==> src/pl3_mem_settings.svh <==
`ifndef PL3_MEM_SETTINGS_SVH
`define PL3_MEM_SETTINGS_SVH

// Datapath word width in bits.
`define PL3_DATA_W 32

// Data memory depth and word-index width.
`define PL3_MEM_WORDS 256
`define PL3_MEM_AW 8

// Register-file address width.
`define PL3_REG_AW 5

`endif

==> src/mem_protect_regs.sv <==
`timescale 1ns/1ns
`include "pl3_mem_settings.svh"

module mem_protect_regs
(
    input  logic                    i_clk,
    input  logic                    i_rst,
    input  logic                    i_cfg_wr,
    input  logic [`PL3_MEM_AW-1:0]  i_cfg_limit,
    input  logic                    i_st_en,
    input  logic [`PL3_MEM_AW-1:0]  i_st_idx,

    output logic                    o_mem_wr_en,
    output logic                    o_store_fault,
    output logic [7:0]              o_fault_count
);

    logic [`PL3_MEM_AW-1:0] limit;
    logic                   blocked;

    always_ff @(posedge i_clk)
    begin
        if (i_rst)
        begin
            limit <= '0;
        end
        else if (i_cfg_wr)
        begin
            limit <= i_cfg_limit;
        end
    end

    assign blocked       = i_st_en && (i_st_idx < limit);
    assign o_mem_wr_en   = i_st_en && !blocked;
    assign o_store_fault = blocked;

    always_ff @(posedge i_clk)
    begin
        if (i_rst)
        begin
            o_fault_count <= '0;
        end
        else if (blocked && !(&o_fault_count))
        begin
            o_fault_count <= o_fault_count + 8'd1; // Holds at 255.
        end
    end

    a_st_idx_known: assert property (
        @(posedge i_clk) disable iff (i_rst) i_st_en |-> !$isunknown(i_st_idx))
        else $error("mem_protect_regs: store index unknown on a store request");

endmodule

==> config.mk <==
export PLATFORM = sky130hd
export DESIGN_NAME = mem_protect_regs
export DESIGN_NICKNAME = d
export VERILOG_FILES = /design/src/mem_protect_regs.sv
export VERILOG_INCLUDE_DIRS = /design/src
export SDC_FILE = /design/constraint.sdc
export NUM_CORES = 1
export LEC_CHECK = 0
export BUFFER_PORTS_ARGS = -buffer_cell sky130_fd_sc_hd__buf_4
export CAP_MARGIN = 5
export CORE_MARGIN = 4
export CORE_UTILIZATION = 40
export CTS_CLUSTER_DIAMETER = 40
export DETAILED_ROUTE_END_ITERATION = 8
export PLACE_DENSITY = 0.63
export SLEW_MARGIN = 0
export SYNTH_ARGS = -nofsm -noshare
export SYNTH_HDL_FRONTEND = slang
export SYNTH_SLANG_ARGS = --single-unit
==> constraint.sdc <==
create_clock -name i_clk -period 2.59 [get_ports i_clk]
set_input_delay 0.1295 -clock i_clk [delete_from_list [all_inputs] [get_ports i_clk]]
set_output_delay 0.1295 -clock i_clk [all_outputs]
set_load 0.1 [all_outputs]
Word-level counts from Yosys, hierarchy flattened
Index checks and enable logic that the tools add are counted.
{"block": "totals", "ff_bits": 16, "out_inout_bits": 10}
{"block": "classes", "n_addsub": 1, "n_reduce_logical": 6, "magnitude_cmp": 1}
{"cell": "8-bit by 1-bit adder with 8-bit output (second input constant)", "count": 1}
{"cell": "8-bit less-than comparator", "count": 1}
{"cell": "8-bit AND reduction", "count": 1}
{"cell": "1-bit logical AND", "count": 3}
{"cell": "1-bit logical NOT", "count": 2}

Depth between registers and ports, before layout
{"block": "depth", "depth_word": 4, "ltp_mapped": 8}

Least setup slack after synthesis
Ideal clock, no wire load.
{"block": "synth_timing", "path_type": "reg2out", "startpoint": "reg limit[1]", "endpoint": "out o_store_fault", "stages_incl_launch_ff": 8, "t_required_ps": 2461, "arrival_time_ps": 2628, "path_buffers": 1, "setup_slack_ps": -167, "path_cell_list": "dfxtp_1 -> inv_1 -> ha_1 -> or4_1 -> a21oi_1 -> o31ai_1 -> buf_2 -> nor2_1"}
{"block": "synth_via", "elab_chain_cells": 2}
{"element": "from (decl)", "line_no": "mem_protect_regs.sv:18", "source": "logic [`PL3_MEM_AW-1:0] limit;"}
{"element": "from (signal assigned)", "line_no": "mem_protect_regs.sv:29", "source": "limit <= i_cfg_limit;"}
{"element": "8-bit less-than comparator", "line_no": "mem_protect_regs.sv:33", "source": "assign blocked = i_st_en && (i_st_idx < limit);"}
{"element": "1-bit logical AND", "line_no": "mem_protect_regs.sv:33"}
{"element": "to (decl)", "line_no": "mem_protect_regs.sv:14", "source": "output logic o_store_fault,"}
Every way passes these cells.

Worst setup path after layout
Same ends and word-level chain as after synthesis.

==> impl_metrics.yaml <==
run_status:
  outcome: "finished, final reports clean"
setup_path:
  reg2reg_from: "limit[1]"
  crit_path_end_kind: "primary output"
  cp.arrival_ns: 2.19
  path_class: "flip-flop to primary output"
  crit_path_frequent_cell: "buf_4"
  crit_path_start_kind: "flip-flop"
  cp.required_ns: 2.46
  cp_slowest_cell: "or4_1"
  critical_path.max_stage_delay_ns: 0.51
  critPathMaxFanout: 8
  rr_worst_depth: 7
  worstSetupPathDepth: 8
  cp_top_family: "simple AND/OR/NAND/NOR gates"
  r2r-end: "o_fault_count[6]"
  worst-path-buf-inv: 3
  crit_path_cell_trace: "inv_1 -> ha_1 -> or4_1 -> a21oi_1 -> o31ai_2 -> buf_4 -> nor2_2 -> buf_4"
  critPathCapture: "o_store_fault"
  startpoint: "limit[1]"
  reg2reg_setup_slack_ns: 0.42
floorplan:
  core_um2: 2190
  fp.dieW_um: 55.9
  fp-row-count: 17
  dieHeight_um: 55.9
  initial_core_util_pct: 41.9
  ios: 30
  dieArea_um2: 3130
routing:
  drc: 0
  drt-total-wl_mm: 1.87
  vias: 793
  antenna_left: 0
  drt_iter0_markers: 10
  wl_per_cell_um: 11.6
  routed_via_density: 4.93
  dr.pass1.iters: 3
placed_design:
  numPortBuffers: 29
  dp_hpwl_mm: 1.49
  placedCellCount: 158
  gp_congestion: 0.802
  dp_slack_ns: 0.366
layout:
  nets: 163
  layout_common_cells: "buf_4 (30), dfxtp_1 (16), nor2_1 (14)"
  mostFrequentLayoutCell: "buf_4"
  layout-drive-gt1-share_pct: 28.6
  fin_cells: 161
  area_growth_pct: 29.8
  n_antenna_cell: 0
power_and_ir_drop:
  cellLeakagePower_nw: 0.536
  power_density_nw_per_um2: 446
  peakVddDrop_mv: 0.354
clocking:
  cts-root-buf: "clkbuf_4"
  ctsHoldBuffers: 0
  cts_resized: 0
  clk_latency_ns: 0.28
  path_clk_slew_ns: 0.09
  cts_tree: "done"
  htree_num_levels: 1
  numCtsBuffers: 3
  cts_setup_buffers: 0
  cts.sinks: 16
  cts.path.max_buffers: 2
timing:
  slew_headroom_pct: 63.8
  slew_viol_final: 0
  min_period_ns: 2.32
  finalHoldViolCount: 0
  finalClockSkew_ns: 0.00508
  max_freq_mhz: 431
  rsz0062_at_grt: "no"
  tightest_slew_ns: 0.540
  setup_violations: 0
  fin_ws_ns: 0.272
  whs_ns: 0.0778
  fin_setup_tns_ns: 0
  fin_crit_sh_pct: 89.5
global_route:
  grtUsageTotal_pct: 13.3
  grt_pass1_wl_mm: 3.26
  grt_pass1_vias: 792
  grt_max_degree: 23
  gr-total-overflow: 0
  antenna_found_initial: 0
job:
  maxCapViolCount: 0
worst_hold_path:
  hold_path_class: "primary input to flip-flop"
synth:
  syn_nets: 132
  yosys_register_bits: 16
  seq_area_frac_synth_pct: 34.9
  synth_warnings: 0
  syn-cell-area_um2: 918
  syn_area_per_cell_um2: 8.83
  ys_types: 26
  synth_cells: 104
kinds of logic (layout without fill, tap and decap cells):
logic type,after synthesis,after routing,share of synthesized area [%]
flip-flops,16,16,34.9
buffers and inverters,15,44,6.27
adder cells (fa/ha/maj),8,8,10.9
AO/OA/AOI/OAI,9,9,7.90
AND/OR/NAND/NOR,42,42,24.1
multiplexers,14,14,15.9
synthesized netlist by cell type:
library cell | n | area share [%]
nand3_1 | 4 | 2.2
nor2b_1 | 5 | 3.4
a21o_1 | 1 | 0.82
and2_1 | 1 | 0.68
nand2_1 | 1 | 0.41
a21oi_2 | 1 | 0.95
mux2i_1 | 9 | 9.8
or4_1 | 3 | 2.5
a21oi_1 | 2 | 1.1
or3_1 | 1 | 0.68
dfxtp_1 | 16 | 35
nand4_1 | 2 | 1.4
nand2b_1 | 3 | 2.0
nor2_1 | 15 | 6.1
ha_1 | 8 | 11
a211oi_1 | 1 | 0.82
o41ai_2 | 1 | 1.8
nor4_1 | 1 | 0.68
nor3_1 | 5 | 2.7
inv_1 | 11 | 4.5
buf_2 | 1 | 0.54
mux2_1 | 5 | 6.1
clkbuf_1 | 3 | 1.2
o31ai_1 | 1 | 0.82
o21a_1 | 2 | 1.6
nor4_2 | 1 | 1.4
layer usage:
| metal | vias to the layer above | global-route usage, % | wire [um] |
|---|---|---|---|
| li1 | 417 | - | - |
| met1 | 358 | 15.0 | 855 |
| met2 | 14 | 22.3 | 884 |
| met3 | 4 | 3.48 | 80 |
| met4 | 0 | 8.14 | 52 |
| met5 | - | 0 | 0 |
worst min-delay path by stage:
stage	start	to	slack, ns	cells after the start
finish	i_cfg_limit[5]	limit[5]	0.08	3
global route	i_cfg_limit[3]	limit[3]	0.08	3
CTS	i_cfg_limit[0]	limit[0]	0.07	3
detailed placement	i_cfg_limit[0]	limit[0]	0.37	3
global placement	i_cfg_limit[7]	limit[7]	0.37	3
floorplan	i_cfg_limit[1]	limit[1]	0.28	2
per-stage QoR:
stage	utilization [%]	total power, mW	instance area, um2
detailed placement	53.2	0.408	1160
CTS	54.2	0.539	1190
finish	54.4	0.532	1190
global placement	53.2	0.405	1160
floorplan	-	0.363	921
global route	54.4	0.560	1190
layout make-up:
cell class / instances / area (um2)
Clock buffer: 3 / 22.5
Fill cell: 215 / 998
Inverter: 11 / 41.3
Multi-Input combinational cell: 73 / 548
Sequential cell: 16 / 320
Tap cell: 28 / 35.0
Timing Repair Buffer: 30 / 225
worst min-delay path, stage by stage:
cell and delay [ns]:
buf_4 0.08, mux2i_1 0.05, nor2_1 0.07
flip-flops by register name, indices dropped and copies added (netlist names):
| register | count |
|---|---|
| limit | 8 |
| o_fault_count | 8 |
report_power, final:
part | leakage [nW] | internal (mW) | total (mW) | switching [mW]
clock | 0.0138 | 0.0540 | 0.129 | 0.0754
sequential | 0.131 | 0.256 | 0.262 | 0.00654
combinational | 0.391 | 0.0560 | 0.140 | 0.0845
total | 0.536 | 0.366 | 0.532 | 0.166
Note: power is estimated with default switching activity, not from simulation.
