===== src/pl3_mem_settings.svh =====
`ifndef PL3_MEM_SETTINGS_SVH
`define PL3_MEM_SETTINGS_SVH

// Datapath word width in bits.
`define PL3_DATA_W 32

// Data memory depth and word-index width.
`define PL3_MEM_WORDS 256
`define PL3_MEM_AW 8

// Register-file address width.
`define PL3_REG_AW 5

`endif


===== src/pl3_mem_pkg.sv =====
`include "pl3_mem_settings.svh"

package pl3_mem_pkg;

    // Access size of a load or store. Codes 5 to 7 are unused.
    typedef enum logic [2:0]
    {
        L_S_BYTE   = 3'd0,
        L_S_HALF   = 3'd1,
        L_S_WORD   = 3'd2,
        L_S_BYTE_U = 3'd3,
        L_S_HALF_U = 3'd4
    } l_s_sel;

    typedef logic [`PL3_DATA_W-1:0] data_val;

    typedef logic [`PL3_REG_AW-1:0] reg_addr;

    // One memory word, seen whole or by byte or half lanes.
    typedef union packed
    {
        logic [`PL3_DATA_W-1:0]            word;
        logic [`PL3_DATA_W/8-1:0][7:0]     bytes;
        logic [`PL3_DATA_W/16-1:0][15:0]   halves;
    } mem_word_u;

endpackage


===== src/pl3_mem.sv =====
`timescale 1ns/1ns
`include "pl3_mem_settings.svh"

module pl3_mem
(
    input  logic                    i_clk,
    input  logic                    i_rst,
    input  pl3_mem_pkg::data_val    i_alu_out_val,
    input  logic                    i_mem_wr_en,
    input  pl3_mem_pkg::data_val    i_mem_wr_val,
    input  logic                    i_mem_rd_en,
    input  pl3_mem_pkg::l_s_sel     i_l_s_sel_val,
    input  pl3_mem_pkg::reg_addr    i_ff_addr,
    input  pl3_mem_pkg::mem_word_u  i_rd_word,

    output logic [`PL3_MEM_AW-1:0]  o_rd_idx,
    output logic                    o_st_en,
    output logic [`PL3_MEM_AW-1:0]  o_st_idx,
    output pl3_mem_pkg::mem_word_u  o_st_word,
    output pl3_mem_pkg::data_val    o_mem_rd_val,
    output pl3_mem_pkg::reg_addr    o_ff_addr,
    output pl3_mem_pkg::data_val    o_ff_val
);

    logic                       mem_rd_en_d1;
    logic                       mem_wr_en_d1;
    pl3_mem_pkg::l_s_sel        l_s_sel_val_d1;
    pl3_mem_pkg::data_val       alu_out_val_d1;
    pl3_mem_pkg::data_val       mem_wr_val_d1;
    logic [1:0]                 lane_d1;
    logic [`PL3_MEM_AW-1:0]     idx_d1;
    pl3_mem_pkg::data_val       ld_val;
    logic                       st_size_ok;

    // Word index of the access, byte offset dropped.
    assign o_rd_idx = i_alu_out_val[`PL3_MEM_AW+1:2];

    always_ff @(posedge i_clk)
    begin
        if (i_rst)
        begin
            mem_rd_en_d1 <= 1'b0;
            mem_wr_en_d1 <= 1'b0;
        end
        else
        begin
            mem_rd_en_d1 <= i_mem_rd_en;
            mem_wr_en_d1 <= i_mem_wr_en;
        end
    end

    always_ff @(posedge i_clk)
    begin
        l_s_sel_val_d1 <= i_l_s_sel_val;
        alu_out_val_d1 <= i_alu_out_val;
        mem_wr_val_d1  <= i_mem_wr_val;
        lane_d1        <= i_alu_out_val[1:0];
        idx_d1         <= i_alu_out_val[`PL3_MEM_AW+1:2];
        o_ff_addr      <= i_ff_addr;
        o_mem_rd_val   <= o_ff_val;
    end

    // Lane pick and extension of the word read in the previous cycle.
    always_comb
    begin
        ld_val = '0;
        case (l_s_sel_val_d1)
            pl3_mem_pkg::L_S_BYTE:
                ld_val = pl3_mem_pkg::data_val'($signed(i_rd_word.bytes[lane_d1]));
            pl3_mem_pkg::L_S_HALF:
                ld_val = pl3_mem_pkg::data_val'($signed(i_rd_word.halves[lane_d1[1]]));
            pl3_mem_pkg::L_S_WORD:
                ld_val = i_rd_word.word;
            pl3_mem_pkg::L_S_BYTE_U:
                ld_val = pl3_mem_pkg::data_val'(i_rd_word.bytes[lane_d1]);
            pl3_mem_pkg::L_S_HALF_U:
                ld_val = pl3_mem_pkg::data_val'(i_rd_word.halves[lane_d1[1]]);
            default:
                ld_val = '0;
        endcase
    end

    assign o_ff_val = mem_rd_en_d1 ? ld_val : alu_out_val_d1;

    // Merge of the store data into the old word.
    always_comb
    begin
        o_st_word  = i_rd_word;
        st_size_ok = 1'b1;
        case (l_s_sel_val_d1)
            pl3_mem_pkg::L_S_BYTE, pl3_mem_pkg::L_S_BYTE_U:
                o_st_word.bytes[lane_d1] = mem_wr_val_d1[7:0];
            pl3_mem_pkg::L_S_HALF, pl3_mem_pkg::L_S_HALF_U:
                o_st_word.halves[lane_d1[1]] = mem_wr_val_d1[15:0];
            pl3_mem_pkg::L_S_WORD:
                o_st_word.word = mem_wr_val_d1;
            default:
                st_size_ok = 1'b0; // Unused code, no store.
        endcase
    end

    assign o_st_en  = mem_wr_en_d1 && st_size_ok;
    assign o_st_idx = idx_d1;

    a_rd_wr_excl: assert property (
        @(posedge i_clk) disable iff (i_rst) !(i_mem_rd_en && i_mem_wr_en))
        else $error("pl3_mem: read and write enables high together");

endmodule


===== config.mk =====
export PLATFORM = sky130hd
export DESIGN_NAME = pl3_mem
export DESIGN_NICKNAME = d
export VERILOG_FILES = /design/src/pl3_mem_pkg.sv /design/src/pl3_mem.sv
export VERILOG_INCLUDE_DIRS = /design/src
export SDC_FILE = /design/constraint.sdc
export NUM_CORES = 1
export LEC_CHECK = 0
export BUFFER_PORTS_ARGS = -buffer_cell sky130_fd_sc_hd__buf_2
export CAP_MARGIN = 25
export CORE_AREA = 2 2 113 115
export DETAILED_ROUTE_END_ITERATION = 8
export DIE_AREA = 0 0 115 117
export PLACE_DENSITY_LB_ADDON = 0.15
export RECOVER_POWER = 25
export SKIP_LAST_GASP = 1
export SLEW_MARGIN = 25
export SYNTH_ARGS = -nofsm -noshare
export SYNTH_HDL_FRONTEND = slang
export SYNTH_SLANG_ARGS = --single-unit

===== constraint.sdc =====
create_clock -name i_clk -period 1.9 [get_ports i_clk]
set_input_delay 0.095 -clock i_clk [delete_from_list [all_inputs] [get_ports i_clk]]
set_output_delay 0.095 -clock i_clk [all_outputs]
set_load 0.03 [all_outputs]

Word-level counts from Yosys, hierarchy flattened --
Cells that the tools add are included.
Cells by class: $lt $le $gt $ge 4, mux-type cells 14, reduce and logical (&&, ||, !) cells 7, equal/unequal tests 4
Operators by type and width (count):
- case mux 32 bit (5 select lines) | 1
- case mux 32 bit (3 select lines) | 1
- bitwise mux 32 bit | 2
- two-way mux 16 bit | 3
- two-way mux 32 bit | 1
- binary-select mux 8 bit (select 2 bit) | 1
- demux 16 bit (select 1 bit) | 1
- demux 8 bit (select 2 bit) | 1
- two-way mux 8 bit | 2
- == test 3 x 2 -> 1 bit (second input constant) | 2
- OR reduction 5 bit | 1
- OR reduction 2 bit | 2
- == test 3 x 1 -> 1 bit (second input constant) | 1
- == test 3 bit (second input constant) | 1
- logical AND 1 bit | 3
- zero test 3 bit | 1
- < comparator 2 x 3 -> 1 bit (second input constant) | 1
- >= comparator 2 x 1 -> 1 bit (second input constant) | 1
- < comparator 1 x 2 -> 1 bit (second input constant) | 1
- >= comparator 1 bit (second input constant) | 1
- two-way mux 1 bit | 1
Storage, ports and cells: bits of input ports 108, flip-flop bits (word level) 116

Logic depth before layout (Yosys ltp) --
Gate-level depths: netlist of the first run.
word-level depth 6, depth in mapped cells 7, mapped depth without buffers 4

Worst setup path before layout of the first run --
No wires, ideal clock.
path type reg-to-reg, start point reg l_s_sel_val_d1[0], end point reg o_mem_rd_val[21], data required time 1.714 ns, period minus slack after synthesis 1.987 ns, cell stages (with the launch flop) 7, library setup time 0.186 ns, arrival 1.802 ns, setup slack -0.087 ns, path buffers 2, cells stage by stage dfxtp_1 > buf_6 > nor2b_1 > a22oi_2 > o2111ai_2 > buf_2 > a31oi_1
Between the ends: cells in the longest elaborated chain, start to end 3, elaborated cells on any way between the ends 7, those cells by class eq/ne: 4; mux: 2; reduce/logical: 1
RTL lines:
- start: declaration | line pl3_mem.sv:27 | pl3_mem_pkg::l_s_sel l_s_sel_val_d1;
- start signal: assignment | line pl3_mem.sv:54 | l_s_sel_val_d1 <= i_l_s_sel_val;
- == test 3 bit (tied with other cells) | line pl3_mem.sv:67 | case (l_s_sel_val_d1)
- case mux 32 bit (5 select lines) (*) | line pl3_mem.sv:67
- two-way mux 32 bit (*) | line pl3_mem.sv:83 | assign o_ff_val = mem_rd_en_d1 ? ld_val : alu_out_val_d1;
- net o_ff_val[21] | line pl3_mem.sv:22 | output pl3_mem_pkg::data_val o_ff_val
- end signal: assignment | line pl3_mem.sv:60 | o_mem_rd_val <= o_ff_val;
- end: declaration | line pl3_mem.sv:20 | output pl3_mem_pkg::data_val o_mem_rd_val,
Mark *: on every way through the listed nets, which the timed path passes. The rest lies on a longest branch. A chain may end at the register's enable or synchronous reset.

==> results of run 1 <==
## layer usage
| metal | part of all wire (%) | routed length [um] | vias up | track usage [%] |
|---|---|---|---|---|
| met2 | 50 | 8190 | 188 | 39.6 |
| met1 | 42 | 6820 | 2084 | 27.7 |
| met3 | 5.6 | 923 | 25 | 4.84 |
| met5 | 0 | 0 | - | 0 |
| met4 | 2.5 | 403 | 0 | 9.32 |
| li1 | - | - | 2082 | - |
## critical path, delay by kind of cell (launching register included)
family / cells / cell delay [ns]
AO/OA/AOI/OAI: 2 / 0.20
buffers and inverters: 2 / 0.28
flip-flops: 1 / 0.37
multiplexers: 1 / 0.34
AND/OR/NAND/NOR: 1 / 0.56
## final cells by class
type | count | area, sq um
Tap cell | 150 | 188
Clock inverter | 3 | 46.3
Clock buffer | 13 | 270
Inverter | 12 | 45.0
Sequential cell | 106 | 2140
Antenna cell | 1 | 2.50
Timing Repair Buffer | 364 | 2910
Multi-Input combinational cell | 226 | 2230
Fill cell | 969 | 4480
## Yosys cell counts, drive strengths merged (2+ instances only)
cell and number:
dfxtp 106, nand2b 2, nand3 14, nor2b 4, a21o 8, and2 11, mux2 8, buf 34
a22oi 2, a31oi 17, or4b 2, a222oi 7, and3 3, a221oi 2, mux4 8, clkbuf 12
inv 12, a21oi 29, a221o 9, mux2i 2, nand2 26, nor2 9, a211o 7, nand3b 2
o221ai 7, a22o 15, o21ai 19
## flip-flops by register name, summed over array words and instances (netlist names)
name / count
alu_out_val_d1: 24
l_s_sel_val_d1: 3
lane_d1: 1
mem_rd_en_d1: 1
mem_wr_en_d1: 1
mem_wr_val_d1: 32
o_ff_addr: 5
o_mem_rd_val: 32
o_st_idx: 7
## power by group through the flow
stage               registers [mW]  logic, mW  clock network (mW)
floorplan                     2.61      0.784                   0
global placement              2.49       1.41                   0
detailed placement            2.49       1.41                   0
CTS                           2.44       1.82                1.97
global route                  2.45       2.03                2.06
finish                        2.44       1.93                1.94
## how the worst max path moves through the flow
stage	from	to	slack, ns	cells past startpoint
6_report	l_s_sel_val_d1[1]$_DFF_P_	o_st_word[5]	-0.32	6
5_1_grt	alu_out_val_d1[1]$_DFF_P_	o_ff_val[6]	-0.42	5
4_1_cts	alu_out_val_d1[1]$_DFF_P_	o_ff_val[6]	-0.33	5
3_5_place_dp	alu_out_val_d1[1]$_DFF_P_	o_st_word[8]	-0.24	6
3_3_place_gp	alu_out_val_d1[1]$_DFF_P_	o_st_word[13]	-0.20	6
2_1_floorplan	l_s_sel_val_d1[0]$_DFF_P_	o_mem_rd_val[21]$_DFF_P_	-0.09	6
## kinds of logic (layout without fill, tap and decap cells)
family	count (synthesis)	after routing	synth area share [%]
AO/OA/AOI/OAI	126	126	21.9
AND/OR/NAND/NOR	80	80	10.8
buffers and inverters	58	392	8.72
multiplexers	18	18	7.60
XOR/XNOR	2	2	0.594
other	0	1	0
flip-flops	106	106	50.3
## metrics by stage
step / cells / util, %
detailed placement: 759 / 45.8
floorplan: 390 / -
finish: 875 / 63.6
global route: 875 / 63.6
CTS: 862 / 61.4
global placement: 759 / 45.8
## what timing repair did
item                       CTS  global route
cloned                       1             0
hold buffers                75             0
pin swaps                   30            29
buffers inserted            14            13
hold endpoints to repair    74             0
setup endpoints to repair   65            65
resized for setup          187            57
==> flow_metrics.py, run 1 <==
metrics = {
    "run_status": {
        "status": "finished with violations",
        "failed_checks": "setup timing",
    },
    "floorplanning": {
        "die_y_um": 117,
        "die_w_um": 115,
        "rows": 41,
        "io_pins": 226,
        "dieArea_sq_um": 13500,
        "initial_core_util_pct": 34.2,
        "coreArea_sq_um": 12300,
    },
    "detailed_routing": {
        "wl_per_cell_um": 18.7,
        "drt_iter0_drc": 316,
        "vias_per_cell": 5.00,
        "wirelength_um": 16300,
        "dr.pass1.iters": 4,
        "ant_nets": 0,
        "vias": 4379,
        "drc": 0,
    },
    "synth": {
        "syn_avg_cell_area_sq_um": 10.8,
        "syn_area_sq_um": 4220,
        "ys_seq_area_share_pct": 50.3,
        "synth_cells": 390,
        "yosys.area.top_type": "dfxtp_1",
        "yosys_warnings": 0,
        "synth_fp_nets": 498,
        "ys_types": 52,
        "ys_ff_latch": 106,
        "synth.area.top_cells": "dfxtp_1 (50%), mux4_2 (4.3%), a21oi_1 (3.2%)",
        "yosys.area.top_type_share_pct": 50.3,
        "synth-async-reset-ratio_pct": 0,
        "synth_ff_type": "dfxtp_1",
        "synth_edf_count": 0,
    },
    "sta": {
        "hold_viol_final": 0,
        "slew_headroom_pct": 68.1,
        "period_needed_ns": 2.22,
        "fin_skew_ns": 0.00600,
        "setup_viol": 65,
        "worstMarginPinSlew_ns": 0.473,
        "period_share_pct": 117,
        "finalWorstSetupSlack_ns": -0.316,
        "setup_tns_ns": -14.65,
        "drv_slew": 0,
        "rsz0062_at_grt": "true",
        "max_freq_mhz": 451,
        "worst_hold_slack_ns": 0.0818,
    },
    "power_and_ir_drop": {
        "p_int_mw": 4.38,
        "power_mw": 6.31,
        "ir_drop_mv": 0.617,
        "clkPwrFrac_pct": 30.8,
        "combPwrFrac_pct": 30.6,
        "switching_share_pct": 30.7,
        "power-per-cell-area_nw_per_um2": 806,
        "p_leak_nw": 3.52,
        "p_seq_share_pct": 38.6,
        "switchingPower_mw": 1.94,
    },
    "critical_path": {
        "criticalPathCategory": "register to primary output",
        "cp-start-kind": "register",
        "cpMostUsedCell": "buf_6",
        "worst_r2r_startpoint": "alu_out_val_d1[1]$_DFF_P_",
        "rr_endpoint": "o_mem_rd_val[6]$_DFF_P_",
        "end_kind": "primary output",
        "slowest_stage": "or4b_4",
        "cp.required_ns": 1.80,
        "worstRegToRegCells": 6,
        "cp_max_fo": 8,
        "cp_data_arrival_time_ns": 2.12,
        "max_stage_delay_ns": 0.56,
        "rrSetupSlack_ns": -0.02,
        "crit_chain": "or4b_4 -> buf_6 -> o21ai_4 -> a21oi_4 -> mux2_4 -> buf_6",
    },
    "final_layout": {
        "design_area_sq_um": 7830,
        "final_common_cell": "buf_2",
        "areaGrowthSynthToFinish_pct": 85.7,
        "final_cell_mix": "buf_2 (161), dfxtp_1 (100), buf_6 (78)",
        "drive_above_1_share_pct": 54.1,
        "fin_nets": 827,
    },
    "worst_hold_path": {
        "hold_end": "o_mem_rd_val[14]$_DFF_P_",
        "min-delay-start": "i_rd_word[14]",
        "hold_class": "input pin to register",
        "hold_depth": 3,
    },
    "clock_network": {
        "cts.sinks": 106,
        "cts_tree": "done",
        "h-tree-depth": 3,
        "clk-insertion-delay-late_ns": 0.35,
        "clockBufferDepth": 2,
        "clock-root-buffer": "clkbuf_16",
        "cts_inserted_buffers": 9,
        "path_clk_slew_ns": 0.07,
    },
    "global_routing": {
        "grt_max_degree": 55,
        "gr-total-overflow": 0,
        "grt_pass1_vias": 4286,
        "track_usage_pct": 22.8,
        "grt_pass1_wl_um": 23100,
        "antenna_found_initial": 1,
    },
    "placement": {
        "pre_cts_ws_ns": -0.243,
        "numPortBuffers": 225,
        "hpwl_um": 11300,
        "dpl_cell_area_sq_um": 5640,
        "gp_congestion": 0.782,
    },
    "flow_run": {
        "maxCapViolCount": 0,
    },
}
Power figures use the tool's default switching activity.
==> run 2, diff against run 1 <==
GPL_TIMING_DRIVEN = 0   (was default)
clock period = 2.45 ns   (was 1.9 ns; I/O delays follow)
==> run 2 against run 1 <==
The run now ends clean; non-clock buffer count shrank 13; first-iteration DRC count grew 1.9%; die area is the same; clock skew is essentially flat; critical endpoint is now o_ff_val[6].
==> flow_metrics.py, run 2 (synthesis gave the netlist of run 1 again) <==
metrics = {
    "run_status": {
        "status": "finished, final reports clean",
    },
    "floorplanning": {
        "coreArea_sq_um": 12300,
        "io_pins": 226,
        "rows": 41,
        "initial_core_util_pct": 34.2,
        "die_y_um": 117,
        "die_w_um": 115,
        "dieArea_sq_um": 13500,
    },
    "detailed_routing": {
        "vias": 4243,
        "ant_nets": 0,
        "wl_per_cell_um": 17.9,
        "drc": 0,
        "drt_iter0_drc": 322,
        "dr.pass1.iters": 5,
        "vias_per_cell": 4.93,
        "wirelength_um": 15400,
    },
    "critical_path": {
        "cp_data_arrival_time_ns": 2.26,
        "worst_r2r_startpoint": "alu_out_val_d1[1]$_DFF_P_",
        "crit_family": "compound AO/OA/AOI/OAI gates",
        "end_kind": "primary output",
        "cp_max_fo": 10,
        "rr_endpoint": "o_mem_rd_val[6]$_DFF_P_",
        "criticalPathCategory": "register to primary output",
        "worstRegToRegCells": 6,
        "crit_end": "o_ff_val[6]",
        "slowest_stage": "mux4_2",
        "cp-start-kind": "register",
        "max_stage_delay_ns": 0.49,
        "crit_chain": "buf_6 -> buf_12 -> mux4_2 -> a222oi_1 -> a21oi_1 -> buf_4",
        "cp.required_ns": 2.33,
        "path_buf_inv": 3,
        "rrSetupSlack_ns": 0.49,
        "cp.depth": 6,
        "critPathLaunch": "alu_out_val_d1[1]$_DFF_P_",
    },
    "clock_network": {
        "cts_inserted_buffers": 9,
        "cts_tree": "done",
        "h-tree-depth": 3,
        "clock-root-buffer": "clkbuf_16",
        "clk-insertion-delay-late_ns": 0.35,
        "path_clk_slew_ns": 0.07,
        "cts.sinks": 106,
        "clockBufferDepth": 2,
    },
    "final_layout": {
        "fin_nets": 814,
        "final_common_cell": "buf_2",
        "num-fill-cells": 1149,
        "antenna_cells": 0,
        "largestRegisters": "mem_wr_val_d1 (32), o_mem_rd_val (32), alu_out_val_d1 (24)",
        "drive_above_1_share_pct": 44.8,
        "final_core_util_pct": 54.3,
        "multiInputGateArea_sq_um": 1770,
        "areaGrowthSynthToFinish_pct": 58.5,
        "regArea_sq_um": 2130,
        "final_cell_mix": "buf_2 (221), dfxtp_1 (103), dlygate4sd3_1 (74)",
    },
    "placement": {
        "pre_cts_ws_ns": 0.116,
        "gp_congestion": 0.840,
        "hpwl_um": 11800,
        "numPortBuffers": 225,
    },
    "flow_run": {
        "maxCapViolCount": 0,
    },
    "sta": {
        "worstMarginPinSlew_ns": 0.617,
        "drv_slew": 0,
        "finalWorstSetupSlack_ns": 0.0716,
        "fin_skew_ns": 0.00568,
        "max_freq_mhz": 420,
        "setup_viol": 0,
        "period_share_pct": 97.1,
        "slew_headroom_pct": 58.9,
        "hold_viol_final": 0,
        "period_needed_ns": 2.38,
    },
    "global_routing": {
        "grt_pass1_wl_um": 22200,
        "grt_max_degree": 20,
        "track_usage_pct": 22.0,
        "gr-total-overflow": 0,
        "antenna_found_initial": 0,
        "grt_pass1_vias": 4066,
    },
    "power_and_ir_drop": {
        "power-per-cell-area_nw_per_um2": 673,
        "p_leak_nw": 3.17,
        "ir_drop_mv": 0.287,
    },
    "worst_hold_path": {
        "hold_class": "input pin to register",
    },
}
==> run 2: cell count changes in the layout (fill, tap and decap cells not counted), sizes merged <==
cell,change
clkinvlp,-1
clkinv,+1
dlygate4sd3,-1
clkbuf,+12
buf,-26
inv,+1
diode,-1
==> run 2: worst min path at each step <==
stage / from / end / slack (ns) / depth (start not counted)
2_1_floorplan: i_alu_out_val[10] / alu_out_val_d1[10]$_DFF_P_ / 0.15 / 0
3_3_place_gp: i_ff_addr[4] / o_ff_addr[4]$_DFF_P_ / 0.23 / 1
3_5_place_dp: i_mem_wr_val[16] / mem_wr_val_d1[16]$_DFF_P_ / 0.23 / 1
4_1_cts: i_mem_rd_en / mem_rd_en_d1$_SDFF_PP0_ / 0.05 / 2
5_1_grt: i_mem_rd_en / mem_rd_en_d1$_SDFF_PP0_ / 0.05 / 2
6_report: i_mem_rd_en / mem_rd_en_d1$_SDFF_PP0_ / 0.06 / 2
==> run 2: repair_timing <==
item,in CTS,in global routing
pin swaps,1,5
gates resized for setup,6,23
setup endpoints to repair,12,32
hold buffers,74,0
hold endpoints to repair,74,0
setup buffers,0,7
==> run 2: report_power, final <==
part | leakage, nW | switching (mW) | internal (mW)
sequential | 0.894 | 0.0460 | 1.84
combinational | 2.14 | 0.727 | 0.468
clock | 0.140 | 0.625 | 0.791
total | 3.17 | 1.40 | 3.10
==> run 2: metrics by stage <==
step | hold WS, ns | instance area (sq um) | std cells | setup TNS (ns) | power (mW)
final | 0.0587 | 6680 | 860 | 0 | 4.50
after global routing | 0.0478 | 6680 | 860 | -0.0299 | 4.66
after CTS | 0.0458 | 6570 | 853 | -0.0381 | 4.51
after detailed placement | 0.226 | 5530 | 765 | 0 | 3.00
after global placement | 0.225 | 5530 | 765 | 0 | 3.00
after floorplan | 0.150 | 4220 | 390 | 0 | 2.62
==> run 2: per-layer routing <==
| layer | part of all wire (%) | GRT usage [%] | up-vias |
|---|---|---|---|
| met3 | 7.0 | 4.17 | 25 |
| li1 | - | - | 2048 |
| met5 | 0 | 0 | - |
| met1 | 42 | 27.1 | 1976 |
| met4 | 2.2 | 9.16 | 0 |
| met2 | 49 | 38.0 | 194 |
==> run 2: worst reg2reg max path, delay by kind of cell (launching register included) <==
kind	cells	cell delay [ns]
AO/OA/AOI/OAI	2	0.59
buffers and inverters	3	0.45
flip-flops	1	0.34
multiplexers	1	0.49
==> run 2: cell type report <==
type | instances | area share (%)
repair buffers | 306 | 28.9
clock buffers | 11 | 3.48
plain buffers | 45 | 5.04
multi-input cells | 226 | 26.5
clock inverters | 4 | 0.786
inverters | 12 | 0.674
flip-flops and latches | 106 | 31.8
well taps | 150 | 2.81
